--- src/barrel_config.svh ---
`ifndef BARREL_CONFIG_SVH
`define BARREL_CONFIG_SVH

// ------------------------------
// Core sizing
// ------------------------------

// Hardware threads sharing the pipe, six or more
`define CORE_THREADS 8

// Word address widths of the two memories
`define IMEM_AW 10
`define DMEM_AW 10

// Thread t starts at t * stride (bytes)
`define PC_STRIDE 'h100

`endif

--- src/rv_pkg.sv ---
`include "barrel_config.svh"

package rv_pkg;

  // ------------------------------
  // Vector types
  // ------------------------------
  typedef logic [31:0] word_t;
  typedef logic [4:0] reg_addr_t;
  typedef logic [$clog2(`CORE_THREADS)-1:0] thread_t;
  typedef logic [`IMEM_AW-1:0] imem_addr_t;
  typedef logic [`DMEM_AW-1:0] dmem_addr_t;

  // ------------------------------
  // Decoded selects
  // ------------------------------

  // RV32I major opcodes kept by this core
  typedef enum logic [6:0] {
    OPC_OP     = 7'b0110011,
    OPC_OP_IMM = 7'b0010011,
    OPC_LUI    = 7'b0110111,
    OPC_AUIPC  = 7'b0010111,
    OPC_BRANCH = 7'b1100011,
    OPC_JAL    = 7'b1101111,
    OPC_JALR   = 7'b1100111,
    OPC_LOAD   = 7'b0000011,
    OPC_STORE  = 7'b0100011
  } opcode_e;

  // ALU functions, PASS2 forwards operand 2 for LUI
  typedef enum logic [3:0] {
    ALU_ADD,
    ALU_SUB,
    ALU_AND,
    ALU_OR,
    ALU_XOR,
    ALU_SLT,
    ALU_SLTU,
    ALU_SLL,
    ALU_SRL,
    ALU_SRA,
    ALU_PASS2
  } alu_op_e;

  // Writeback source
  typedef enum logic [1:0] {
    WB_ALU = 2'd0,
    WB_MEM = 2'd1,
    WB_PC4 = 2'd2
  } wb_sel_e;

endpackage

--- src/execute_unit.sv ---
`timescale 1ns/1ps

module execute_unit (
  input  logic               clk,
  input  logic               reset,
  input  rv_pkg::word_t      i_imm,
  input  rv_pkg::alu_op_e    i_alu_op,
  input  logic               i_op1_pc,
  input  logic               i_op2_imm,
  input  logic               i_branch,
  input  logic               i_jump,
  input  logic               i_jalr,
  input  logic               i_mem_we,
  input  logic               i_mem_re,
  input  logic               i_rd_we,
  input  logic [2:0]         i_funct3,
  input  rv_pkg::wb_sel_e    i_wb_sel,
  input  rv_pkg::reg_addr_t  i_rd,
  input  rv_pkg::word_t      i_pc,
  input  rv_pkg::thread_t    i_thread,
  input  rv_pkg::word_t      i_rdata1,
  input  rv_pkg::word_t      i_rdata2,
  output logic               o_pc_we,
  output rv_pkg::thread_t    o_pc_thread,
  output rv_pkg::word_t      o_next_pc,
  output rv_pkg::word_t      o_result,
  output rv_pkg::word_t      o_store_data,
  output logic               o_mem_we,
  output logic               o_mem_re,
  output logic               o_rd_we,
  output rv_pkg::wb_sel_e    o_wb_sel,
  output rv_pkg::reg_addr_t  o_rd,
  output rv_pkg::word_t      o_pc4,
  output rv_pkg::thread_t    o_thread
);
  import rv_pkg::*;

  // Slot copied from R into E
  word_t      e_imm;
  alu_op_e    e_alu_op;
  logic       e_op1_pc;
  logic       e_op2_imm;
  logic       e_branch;
  logic       e_jump;
  logic       e_jalr;
  logic       e_mem_we;
  logic       e_mem_re;
  logic       e_rd_we;
  logic [2:0] e_funct3;
  wb_sel_e    e_wb_sel;
  reg_addr_t  e_rd;
  word_t      e_pc;
  thread_t    e_thread;
  word_t      e_rdata1;
  word_t      e_rdata2;

  word_t op1;
  word_t op2;
  word_t alu_res;
  word_t pc4;
  word_t target;
  logic  br_cond;
  logic  taken;

  // ------------------------------
  // R to E registers
  // ------------------------------
  always_ff @(posedge clk) begin
    if (reset) begin
      e_branch <= 1'b0;
      e_jump   <= 1'b0;
      e_mem_we <= 1'b0;
      e_mem_re <= 1'b0;
      e_rd_we  <= 1'b0;
    end else begin
      e_branch <= i_branch;
      e_jump   <= i_jump;
      e_mem_we <= i_mem_we;
      e_mem_re <= i_mem_re;
      e_rd_we  <= i_rd_we;
    end
  end

  always_ff @(posedge clk) begin
    e_imm     <= i_imm;
    e_alu_op  <= i_alu_op;
    e_op1_pc  <= i_op1_pc;
    e_op2_imm <= i_op2_imm;
    e_jalr    <= i_jalr;
    e_funct3  <= i_funct3;
    e_wb_sel  <= i_wb_sel;
    e_rd      <= i_rd;
    e_pc      <= i_pc;
    e_thread  <= i_thread;
    e_rdata1  <= i_rdata1;
    e_rdata2  <= i_rdata2;
  end

  // ------------------------------
  // Operands and ALU
  // ------------------------------
  assign op1 = e_op1_pc ? e_pc : e_rdata1;
  assign op2 = e_op2_imm ? e_imm : e_rdata2;

  always_comb begin
    case (e_alu_op)
      ALU_SUB:   alu_res = op1 - op2;
      ALU_AND:   alu_res = op1 & op2;
      ALU_OR:    alu_res = op1 | op2;
      ALU_XOR:   alu_res = op1 ^ op2;
      ALU_SLT:   alu_res = {31'b0, $signed(op1) < $signed(op2)};
      ALU_SLTU:  alu_res = {31'b0, op1 < op2};
      ALU_SLL:   alu_res = op1 << op2[4:0];
      ALU_SRL:   alu_res = op1 >> op2[4:0];
      ALU_SRA:   alu_res = word_t'($signed(op1) >>> op2[4:0]);
      ALU_PASS2: alu_res = op2;
      default:   alu_res = op1 + op2;
    endcase
  end

  // Branch condition on the two register operands
  always_comb begin
    case (e_funct3)
      3'b000:  br_cond = (e_rdata1 == e_rdata2);
      3'b001:  br_cond = (e_rdata1 != e_rdata2);
      3'b100:  br_cond = $signed(e_rdata1) < $signed(e_rdata2);
      3'b101:  br_cond = $signed(e_rdata1) >= $signed(e_rdata2);
      3'b110:  br_cond = e_rdata1 < e_rdata2;
      3'b111:  br_cond = e_rdata1 >= e_rdata2;
      default: br_cond = 1'b0;
    endcase
  end

  // ------------------------------
  // Next PC
  // ------------------------------
  assign pc4    = e_pc + 32'd4;
  // JALR clears bit 0 of the sum
  assign target = {alu_res[31:1], alu_res[0] & ~e_jalr};
  assign taken  = e_jump | (e_branch & br_cond);

  // Each slot in E rewrites its own thread's PC
  assign o_pc_we     = 1'b1;
  assign o_pc_thread = e_thread;
  assign o_next_pc   = taken ? target : pc4;

  // ------------------------------
  // E to M registers
  // ------------------------------
  always_ff @(posedge clk) begin
    if (reset) begin
      o_mem_we <= 1'b0;
      o_mem_re <= 1'b0;
      o_rd_we  <= 1'b0;
    end else begin
      o_mem_we <= e_mem_we;
      o_mem_re <= e_mem_re;
      o_rd_we  <= e_rd_we;
    end
  end

  always_ff @(posedge clk) begin
    o_result     <= alu_res;
    o_store_data <= e_rdata2;
    o_wb_sel     <= e_wb_sel;
    o_rd         <= e_rd;
    o_pc4        <= pc4;
    o_thread     <= e_thread;
  end

endmodule

--- config.mk ---
export PLATFORM = sky130hd
export DESIGN_NAME = execute_unit
export DESIGN_NICKNAME = d
export VERILOG_FILES = /design/src/rv_pkg.sv /design/src/execute_unit.sv
export VERILOG_INCLUDE_DIRS = /design/src /design/src/src
export SDC_FILE = /design/constraint.sdc
export NUM_CORES = 1
export LEC_CHECK = 0
export BUFFER_PORTS_ARGS = -buffer_cell sky130_fd_sc_hd__buf_2
export CAP_MARGIN = 20
export CORE_ASPECT_RATIO = 0.7
export CORE_MARGIN = 3
export CORE_UTILIZATION = 30
export DETAILED_ROUTE_END_ITERATION = 10
export PLACE_DENSITY = 0.52
export SLEW_MARGIN = 5
export SYNTH_ARGS = -nofsm -noshare
export SYNTH_HDL_FRONTEND = slang
export SYNTH_SLANG_ARGS = --single-unit
--- constraint.sdc ---
create_clock -name clk -period 11.6 [get_ports clk]
set_clock_uncertainty 0.15 [all_clocks]
set_input_delay 1.16 -clock clk [delete_from_list [all_inputs] [get_ports clk]]
set_output_delay 1.16 -clock clk [all_outputs]
set_load 0.05 [all_outputs]
==> impl_metrics.py, run 1 <==
metrics = {
    "pwr": {
        "p_leak_nw": 9.07,
        "vdd_drop_max_mv": 0.0968,
        "p_total_mw": 2.99,
        "p_per_area_nw_per_um2": 149,
    },
    "placed_design": {
        "placed_cell_area_um2": 19200,
        "place.gp.congestion": 0.964,
        "numPortBuffers": 298,
        "placedCellCount": 2959,
        "dp_hpwl_mm": 64.5,
    },
    "clock_network": {
        "clk_latency_ns": 0.60,
        "clkTransAtPathRegs_ns": 0.06,
        "post_cts_buffers": 0,
        "cts_buffer_depth": 3,
        "cts_tree": "built",
        "h-tree-depth": 1,
        "cts-resized-gates": 0,
        "cts_buffers": 27,
        "clock_sinks": 262,
        "postCtsHoldBufs": 0,
        "cts-root-buf": "clkbuf_16",
    },
    "critical_path": {
        "critPathLaunchType": "flip-flop",
        "worstPathCellList": "buf_4, mux2i_4, buf_4, inv_6, ha_1, inv_1, fa_1, nor3b_1, o311ai_0, clkbuf_2, a2111oi_0, a311oi_1, o31ai_1, o21a_1, o21ai_0, a31oi_1, mux2_2, buf_2",
        "worstPathArrival_ns": 6.97,
        "worst-path-buf-inv": 6,
        "r2r-end": "o_result[16]",
        "r2r_cells": 16,
        "cp-endpoint": "o_next_pc[16]",
        "path_delay_family": "compound AO/OA/AOI/OAI gates",
        "slowest_delay_ns": 0.79,
        "ff2ff_setup_slack_ns": 5.42,
        "end_kind": "primary output",
        "crit_type": "flip-flop to primary output",
        "regToRegStartpoint": "e_op2_imm",
        "crit_start": "e_op2_imm",
        "crit_fanout": 47,
        "cp.depth": 18,
        "cp_data_required_time_ns": 10.29,
        "crit_top_cell": "buf_4",
        "slowest_stage": "a31oi_1",
    },
    "synth": {
        "synth_warnings": 0,
        "synth_top_area_cell": "dfxtp_1",
        "async_reset_ff_share_pct": 0,
        "postSynthCellCount": 1992,
        "synth.distinct_cells": 85,
        "yosysSeqAreaShare_pct": 31.1,
        "synth.area.top_cells": "dfxtp_1 (31%), mux2i_1 (9.7%), ha_1 (9.6%)",
        "synth_top_area_share_pct": 31.1,
        "synth_edf_count": 0,
        "synth_nets": 2279,
        "syn-cell-area_um2": 16900,
        "ys.flop_type": "dfxtp_1",
        "syn_area_per_cell_um2": 8.48,
        "ys_ff_latch": 262,
    },
    "floorplan": {
        "die_h_um": 204,
        "initial_core_util_pct": 30.5,
        "fp.dieArea_um2": 59200,
        "fp-row-count": 72,
        "core_um2": 55400,
        "ios": 300,
        "die_x_um": 290,
    },
    "final_layout": {
        "drive_gt1_share_pct": 20.3,
        "area_delta_synth_final_pct": 18.9,
        "final_cells": 3008,
        "finalNetCount": 2538,
        "design_area_um2": 20100,
    },
    "detailed_routing": {
        "drc": 0,
        "drtAntennaViolNets": 0,
        "firstDrtPassIters": 6,
        "wl_mm": 81.6,
        "drtIter0Drc": 1986,
        "num_vias": 17267,
        "wl_per_cell_um": 27.1,
        "viasPerCell": 5.74,
    },
    "timing": {
        "rsz0062_at_grt": "false",
        "period_needed_ns": 8.28,
        "drv_slew": 0,
        "maxSlewHeadroom_pct": 15.0,
        "worstMarginPinSlew_ns": 1.26,
        "setup_viol": 0,
        "final.hold.worst_slack_ns": 0.169,
        "max_freq_mhz": 121,
        "post-route-period-util_pct": 71.4,
        "setup-tns-final_ns": 0,
        "final-hold-violation-count": 0,
    },
    "hold_path": {
        "hold_path_depth": 0,
        "min_path_type": "flip-flop to flip-flop",
    },
    "grt": {
        "grt_first_pass_wirelength_mm": 117,
        "grt_overflow_total": 0,
        "grt_pass1_vias": 16819,
        "track_usage_pct": 26.8,
        "antenna_found_initial": 2,
        "grt_start_max_net_pins": 48,
    },
    "job": {
        "maxCapViolations": 0,
    },
    "run_status": {
        "outcome": "finished clean",
    },
}
[cell families after synthesis]
logic type | Yosys count | share of synthesized area [%]
fa+ha+maj | 132 | 9.87
other cells | 1 | 0.0222
simple gates | 513 | 14.4
flops | 262 | 31.1
mux | 205 | 13.1
xor+xnor | 35 | 1.82
compound gates | 588 | 23.5
buf+inv | 256 | 6.20
[cell usage in the layout, fill, tap and decap left out, types with 31 or more instances in the layout]
cell,netlist,layout
a21oi_1,123,123
o211ai_1,34,34
buf_4,6,43
mux2i_1,163,161
buf_2,11,298
nand3_1,58,58
dfxtp_1,262,260
o21ai_0,115,115
a221oi_1,32,32
o22ai_1,41,41
nor2_1,131,130
mux2_2,32,32
nor3_1,32,31
ha_1,130,130
inv_1,137,136
nand2_1,167,167
[cell type report]
type | instances | area (µm²)
Antenna cell | 1 | 2.50
Clock buffer | 35 | 726
Clock inverter | 10 | 103
Fill cell | 5811 | 35300
Inverter | 141 | 534
Multi-Input combinational cell | 1474 | 10700
Sequential cell | 262 | 5250
Tap cell | 740 | 926
Timing Repair Buffer | 345 | 1860
[through the flow]
stage               setup slack (ns)  util, %
floorplan                       5.21        -
global placement                3.87     34.6
detailed placement              3.88     34.7
CTS                             3.22     36.2
global route                    3.10     36.2
finish                          3.32     36.2
[sequential cells by signal, summed over array words and instances (netlist names), 2 cells and up]
register	cells
e_alu_op	4
e_funct3	3
e_imm	32
e_pc	32
e_rd	5
e_rdata1	32
e_rdata2	32
e_wb_sel	2
o_pc4	32
o_pc_thread	3
o_rd	5
o_result	32
o_store_data	32
o_thread	3
o_wb_sel	2
[power by group]
group	leakage (nW)	switching [mW]	internal, mW
Combinational	6.46	0.815	0.326
Sequential	2.21	0.0398	0.972
Clock	0.403	0.372	0.464
Total	9.07	1.23	1.76
[worst min-delay path by stage]
| stage | startpoint | endpoint |
|---|---|---|
| finish | e_rdata2[5] | o_store_data[5] |
| global route | e_rdata2[5] | o_store_data[5] |
| CTS | e_rdata2[5] | o_store_data[5] |
| detailed placement | e_rd[3] | o_rd[3] |
| global placement | e_rd[3] | o_rd[3] |
| floorplan | e_rd[0] | o_rd[0] |
[metal layers]
layer  vias to the layer above  GRT usage (%)  part of all wire (%)
li1                       7820              -                     -
met1                      8405           40.0                    47
met2                       930           36.2                    38
met3                       108           9.35                    12
met4                         4           6.17                   2.4
met5                         -              0                 0.034
[Yosys cell counts, types with 26 or more instances]
cell,count
dfxtp_1,262
nand2_1,167
mux2i_1,163
inv_1,137
nor2_1,131
ha_1,130
a21oi_1,123
o21ai_0,115
clkbuf_1,79
nand3_1,58
o22ai_1,41
o211ai_1,34
a221oi_1,32
mux2_2,32
nor3_1,32
a211oi_1,27
nor2b_1,26
No activity file was read; power rests on OpenSTA's default activity.
==> run 2, diff against run 1 <==
==> constraint.sdc (replaced) <==
create_clock -name clk -period 8.7 [get_ports clk]
set_clock_uncertainty 0.15 [all_clocks]
set_input_delay 0.87 -clock clk [delete_from_list [all_inputs] [get_ports clk]]
set_output_delay 0.87 -clock clk [all_outputs]
set_load 0.05 [all_outputs]
==> impl_metrics.py, run 2 (same netlist as run 1, synthesis figures left out) <==
metrics = {
    "detailed_routing": {
        "viasPerCell": 5.80,
        "wl_mm": 82.4,
        "drtAntennaViolNets": 0,
        "drtIter0Drc": 2321,
        "drc": 0,
        "num_vias": 17426,
        "wl_per_cell_um": 27.4,
        "firstDrtPassIters": 6,
    },
    "final_layout": {
        "finalNetCount": 2531,
        "drive_gt1_share_pct": 20.2,
        "final_common_cell": "buf_2",
        "area_delta_synth_final_pct": 18.7,
        "layout_common_cells": "buf_2 (298), dfxtp_1 (260), nand2_1 (167), mux2i_1 (161), inv_1 (137)",
    },
    "timing": {
        "final.hold.worst_slack_ns": 0.179,
        "post-route-period-util_pct": 83.5,
        "maxSlewHeadroom_pct": 11.0,
        "final-hold-violation-count": 0,
        "max_freq_mhz": 138,
        "setup_viol": 0,
        "rsz0062_at_grt": "false",
        "setup-tns-final_ns": 0,
        "period_needed_ns": 7.27,
        "drv_slew": 0,
        "worstMarginPinSlew_ns": 1.32,
    },
    "grt": {
        "track_usage_pct": 26.9,
        "grt_first_pass_wirelength_mm": 117,
        "grt_start_max_net_pins": 47,
        "grt_pass1_vias": 16637,
        "grt_overflow_total": 0,
        "antenna_found_initial": 5,
    },
    "clock_network": {
        "cts_tree": "built",
        "cts_buffer_depth": 3,
        "clock_sinks": 262,
        "clk_latency_ns": 0.61,
        "h-tree-depth": 1,
        "cts-resized-gates": 0,
        "postCtsHoldBufs": 0,
        "cts-root-buf": "clkbuf_16",
        "post_cts_buffers": 0,
        "clkTransAtPathRegs_ns": 0.06,
        "cts_buffers": 27,
    },
    "critical_path": {
        "cp_data_required_time_ns": 7.68,
        "crit_fanout": 20,
        "end_kind": "primary output",
        "critPathLaunchType": "flip-flop",
        "worstPathArrival_ns": 6.25,
        "crit_type": "flip-flop to primary output",
    },
    "pwr": {
        "p_per_area_nw_per_um2": 201,
        "vdd_drop_max_mv": 0.141,
        "p_leak_nw": 9.06,
    },
    "floorplan": {
        "fp.dieArea_um2": 59200,
        "ios": 300,
        "die_x_um": 290,
        "die_h_um": 204,
        "core_um2": 55400,
        "fp-row-count": 72,
        "initial_core_util_pct": 30.5,
    },
    "placed_design": {
        "place.gp.congestion": 1.00,
        "numPortBuffers": 298,
        "dp_hpwl_mm": 65.3,
    },
    "job": {
        "maxCapViolations": 0,
    },
    "run_status": {
        "outcome": "finished clean",
    },
    "hold_path": {
        "min_path_type": "flip-flop to flip-flop",
    },
}
run 2: layer usage:
layer / GRT usage (%) / share of wire, % / vias up / wire (µm)
met5: 0 / 0.033 / - / 27
met4: 5.64 / 2.2 / 4 / 1850
met3: 8.33 / 13 / 99 / 10400
met2: 36.6 / 39 / 981 / 31900
met1: 40.9 / 46 / 8518 / 38200
li1: - / - / 7824 / -
run 2: worst paths after layout:
kind | from | end | slack (ns) | depth (start not counted)
setup / recovery | e_op2_imm | o_next_pc[20] | 1.43 | 10
hold / removal | e_rd[4] | o_rd[4] | 0.18 | 0
setup reg to reg | e_op2_imm | o_result[31] | 3.26 | 12
hold reg to reg | e_rd[4] | o_rd[4] | 0.18 | 0
run 2: metrics by stage:
step	instances	power [mW]	util [%]	setup slack, ns	area, µm²
after floorplan	1992	2.36	-	2.60	16900
after detailed placement	2953	2.85	34.6	1.89	19200
after CTS	3000	4.02	36.2	1.23	20000
final	3003	4.02	36.2	1.43	20100
after global routing	3002	4.20	36.2	1.26	20000
after global placement	2953	2.85	34.6	1.90	19200
run 2: worst max-delay path, cell delays in order (launching register included):
cell and delay (ns):
dfxtp_2 0.80, mux2i_4 0.50, inv_1 0.53, nor2_2 1.05
a221oi_1 0.37, o22ai_1 0.55, a211oi_1 0.23, o21ai_0 0.43
nor2_1 0.10, o41ai_1 0.69, buf_2 0.39
run 2: power breakdown:
part	internal (mW)	total (mW)	switching [mW]
Sequential	1.30	1.36	0.0639
Clock	0.647	1.16	0.513
Combinational	0.430	1.50	1.07
Total	2.37	4.02	1.65
run 2: cell type report:
class | count | area [µm²]
antenna | 1 | 2.50
clock inverter | 11 | 115
inverter | 141 | 534
timing repair buffer | 338 | 1790
fill | 5810 | 35400
multi-input combinational | 1474 | 10700
clock buffer | 36 | 759
sequential | 262 | 5250
tap | 740 | 926
==> run 3, diff against run 2 <==
--- a/config.mk
+++ b/config.mk
@@ -12,7 +12,7 @@
 export CORE_MARGIN = 3
 export CORE_UTILIZATION = 30
 export DETAILED_ROUTE_END_ITERATION = 10
-export PLACE_DENSITY = 0.52
+export PLACE_DENSITY = 0.54
 export SLEW_MARGIN = 5
 export SYNTH_ARGS = -nofsm -noshare
 export SYNTH_HDL_FRONTEND = slang
==> constraint.sdc (replaced) <==
create_clock -name clk -period 6.15 [get_ports clk]
set_clock_uncertainty 0.15 [all_clocks]
set_input_delay 0.615 -clock clk [delete_from_list [all_inputs] [get_ports clk]]
set_output_delay 0.615 -clock clk [all_outputs]
set_load 0.05 [all_outputs]
==> impl_metrics.py, run 3 (same netlist as run 1, synthesis figures left out) <==
metrics = {
    "floorplan": {
        "die_h_um": 204,
        "fp.dieArea_um2": 59200,
        "core_um2": 55400,
        "initial_core_util_pct": 30.5,
        "die_x_um": 290,
        "ios": 300,
        "fp-row-count": 72,
    },
    "critical_path": {
        "critPathLaunchType": "flip-flop",
        "worstPathArrival_ns": 5.27,
        "cp_data_required_time_ns": 5.38,
        "crit_fanout": 14,
        "crit_type": "flip-flop to primary output",
        "end_kind": "primary output",
    },
    "detailed_routing": {
        "wl_mm": 87.1,
        "wl_per_cell_um": 26.7,
        "num_vias": 18552,
        "drc": 0,
        "firstDrtPassIters": 8,
        "viasPerCell": 5.69,
        "drtIter0Drc": 2196,
        "drtAntennaViolNets": 0,
    },
    "timing": {
        "fin_ws_ns": 0.116,
        "final-hold-violation-count": 0,
        "rsz0062_at_grt": "true",
        "setup_viol": 0,
        "post-route-period-util_pct": 98.1,
        "drv_slew": 0,
        "maxSlewHeadroom_pct": 35.0,
        "period_needed_ns": 6.03,
        "max_freq_mhz": 166,
        "worstMarginPinSlew_ns": 0.964,
    },
    "clock_network": {
        "clkTransAtPathRegs_ns": 0.07,
        "cts_buffers": 26,
        "clock_sinks": 262,
        "cts_buffer_depth": 3,
        "h-tree-depth": 1,
        "cts_tree": "built",
        "cts-root-buf": "clkbuf_16",
        "clk_latency_ns": 0.61,
    },
    "pwr": {
        "p_per_area_nw_per_um2": 265,
        "p_int_mw": 3.60,
        "power_switching_share_pct": 40.2,
        "sequentialPowerShare_pct": 31.9,
        "clock_power_share_pct": 28.2,
        "p_leak_nw": 10.3,
        "pwr-share-comb_pct": 39.9,
        "switchingPower_mw": 2.42,
        "vdd_drop_max_mv": 0.201,
    },
    "grt": {
        "grt_overflow_total": 0,
        "gr-usage-met2_pct": 38.8,
        "grt_start_max_net_pins": 47,
        "grtUsageMet1_pct": 42.3,
        "grt_first_pass_wirelength_mm": 125,
        "use_met3_pct": 9.93,
        "busiest_layer": "met1",
        "antenna_found_initial": 3,
        "track_usage_pct": 28.4,
        "grt_pass1_vias": 18117,
    },
    "job": {
        "maxCapViolations": 0,
    },
    "final_layout": {
        "area_delta_synth_final_pct": 34.3,
        "n_fill_cell": 5651,
        "final_common_cell": "buf_2",
        "layout_common_cells": "buf_2 (290), dfxtp_1 (260), nand2_1 (167), mux2i_1 (154), dlygate4sd3_1 (147)",
        "design_area_um2": 22700,
        "finalNetCount": 2787,
        "drive_gt1_share_pct": 23.1,
    },
    "hold_path": {
        "min_path_type": "primary input to flip-flop",
    },
    "placed_design": {
        "numPortBuffers": 298,
        "dp_hpwl_mm": 69.1,
        "place_ws_ns": 0.244,
        "place.gp.congestion": 0.998,
        "placed_cell_area_um2": 20200,
    },
    "run_status": {
        "outcome": "finished clean",
    },
}
==> run 3: cell types whose count changed in the layout (fill, tap and decap cells not counted), sizes merged <==
cell         change
buf            +112
bufinv           +1
clkinv           -3
clkinvlp         +1
diode            +2
dlygate4sd3    +147
==> run 3: per-stage QoR <==
stage          hold WS, ns  TNS [ns]  power, mW  std cells  utilization (%)
2_1_floorplan        0.160         0       3.34       1992                -
3_3_place_gp         0.160         0       4.21       3065             36.4
3_5_place_dp         0.163         0       4.20       3065             36.4
4_1_cts            0.00483         0       5.99       3260             40.8
5_1_grt            0.00768   -0.0982       6.27       3260             40.9
6_report            0.0371         0       6.01       3263             40.9
==> run 3: cell type report <==
cell class	count	area (µm²)	share of cell area, %
tap	740	926	4.08
multi-input combinational	1474	10800	47.5
clock buffer	38	776	3.42
timing repair buffer	595	4270	18.8
sequential	262	5250	23.1
antenna	3	7.51	0.0331
clock inverter	10	144	0.634
inverter	141	534	2.36
==> run 3: metal layers <==
layer	routed length [µm]	part of all wire (%)	vias to the layer above
met5	30	0.034	-
met4	2070	2.4	4
met3	10600	12	120
met2	33800	39	1041
met1	40500	47	9040
li1	-	-	8347
==> run 3: what timing repair did <==
item,CTS,global route
endpoints found under the setup margin,9,9
hold buffers,147,0
hold endpoints to repair,147,0
buffers inserted,0,0
gates resized for setup,12,16
==> run 3: worst paths after layout <==
check	start	end	slack [ns]	cells after the start
max	e_op2_imm	o_next_pc[0]	0.12	16
min reg2reg	e_wb_sel[0]	o_wb_sel[0]	0.17	0
max reg2reg	e_op2_imm	o_result[25]	1.56	16
min	i_imm[17]	e_imm[17]	0.04	1
==> run 3: worst max-delay path: stages, from the launching register on <==
cell and delay, ns:
dfxtp_2 0.56, buf_8 0.31, mux2i_4 0.47, ha_1 0.43, nor3_1 0.52, nand2_1 0.14
nor4_1 0.25, a22oi_2 0.16, a31oi_1 0.34, buf_4 0.17, nand3_1 0.10, o41ai_1 0.35
buf_4 0.20, o21ai_0 0.08, buf_4 0.17, a31o_2 0.22, buf_2 0.21
==> run 3: power groups by stage <==
stage                     Clock [mW]  Sequential (mW)  Combinational, mW
after floorplan                    0             2.20               1.14
final                           1.70             1.92               2.40
after CTS                       1.75             1.92               2.33
after global placement             0             1.95               2.26
after global routing            1.82             1.93               2.52
after detailed placement           0             1.95               2.24
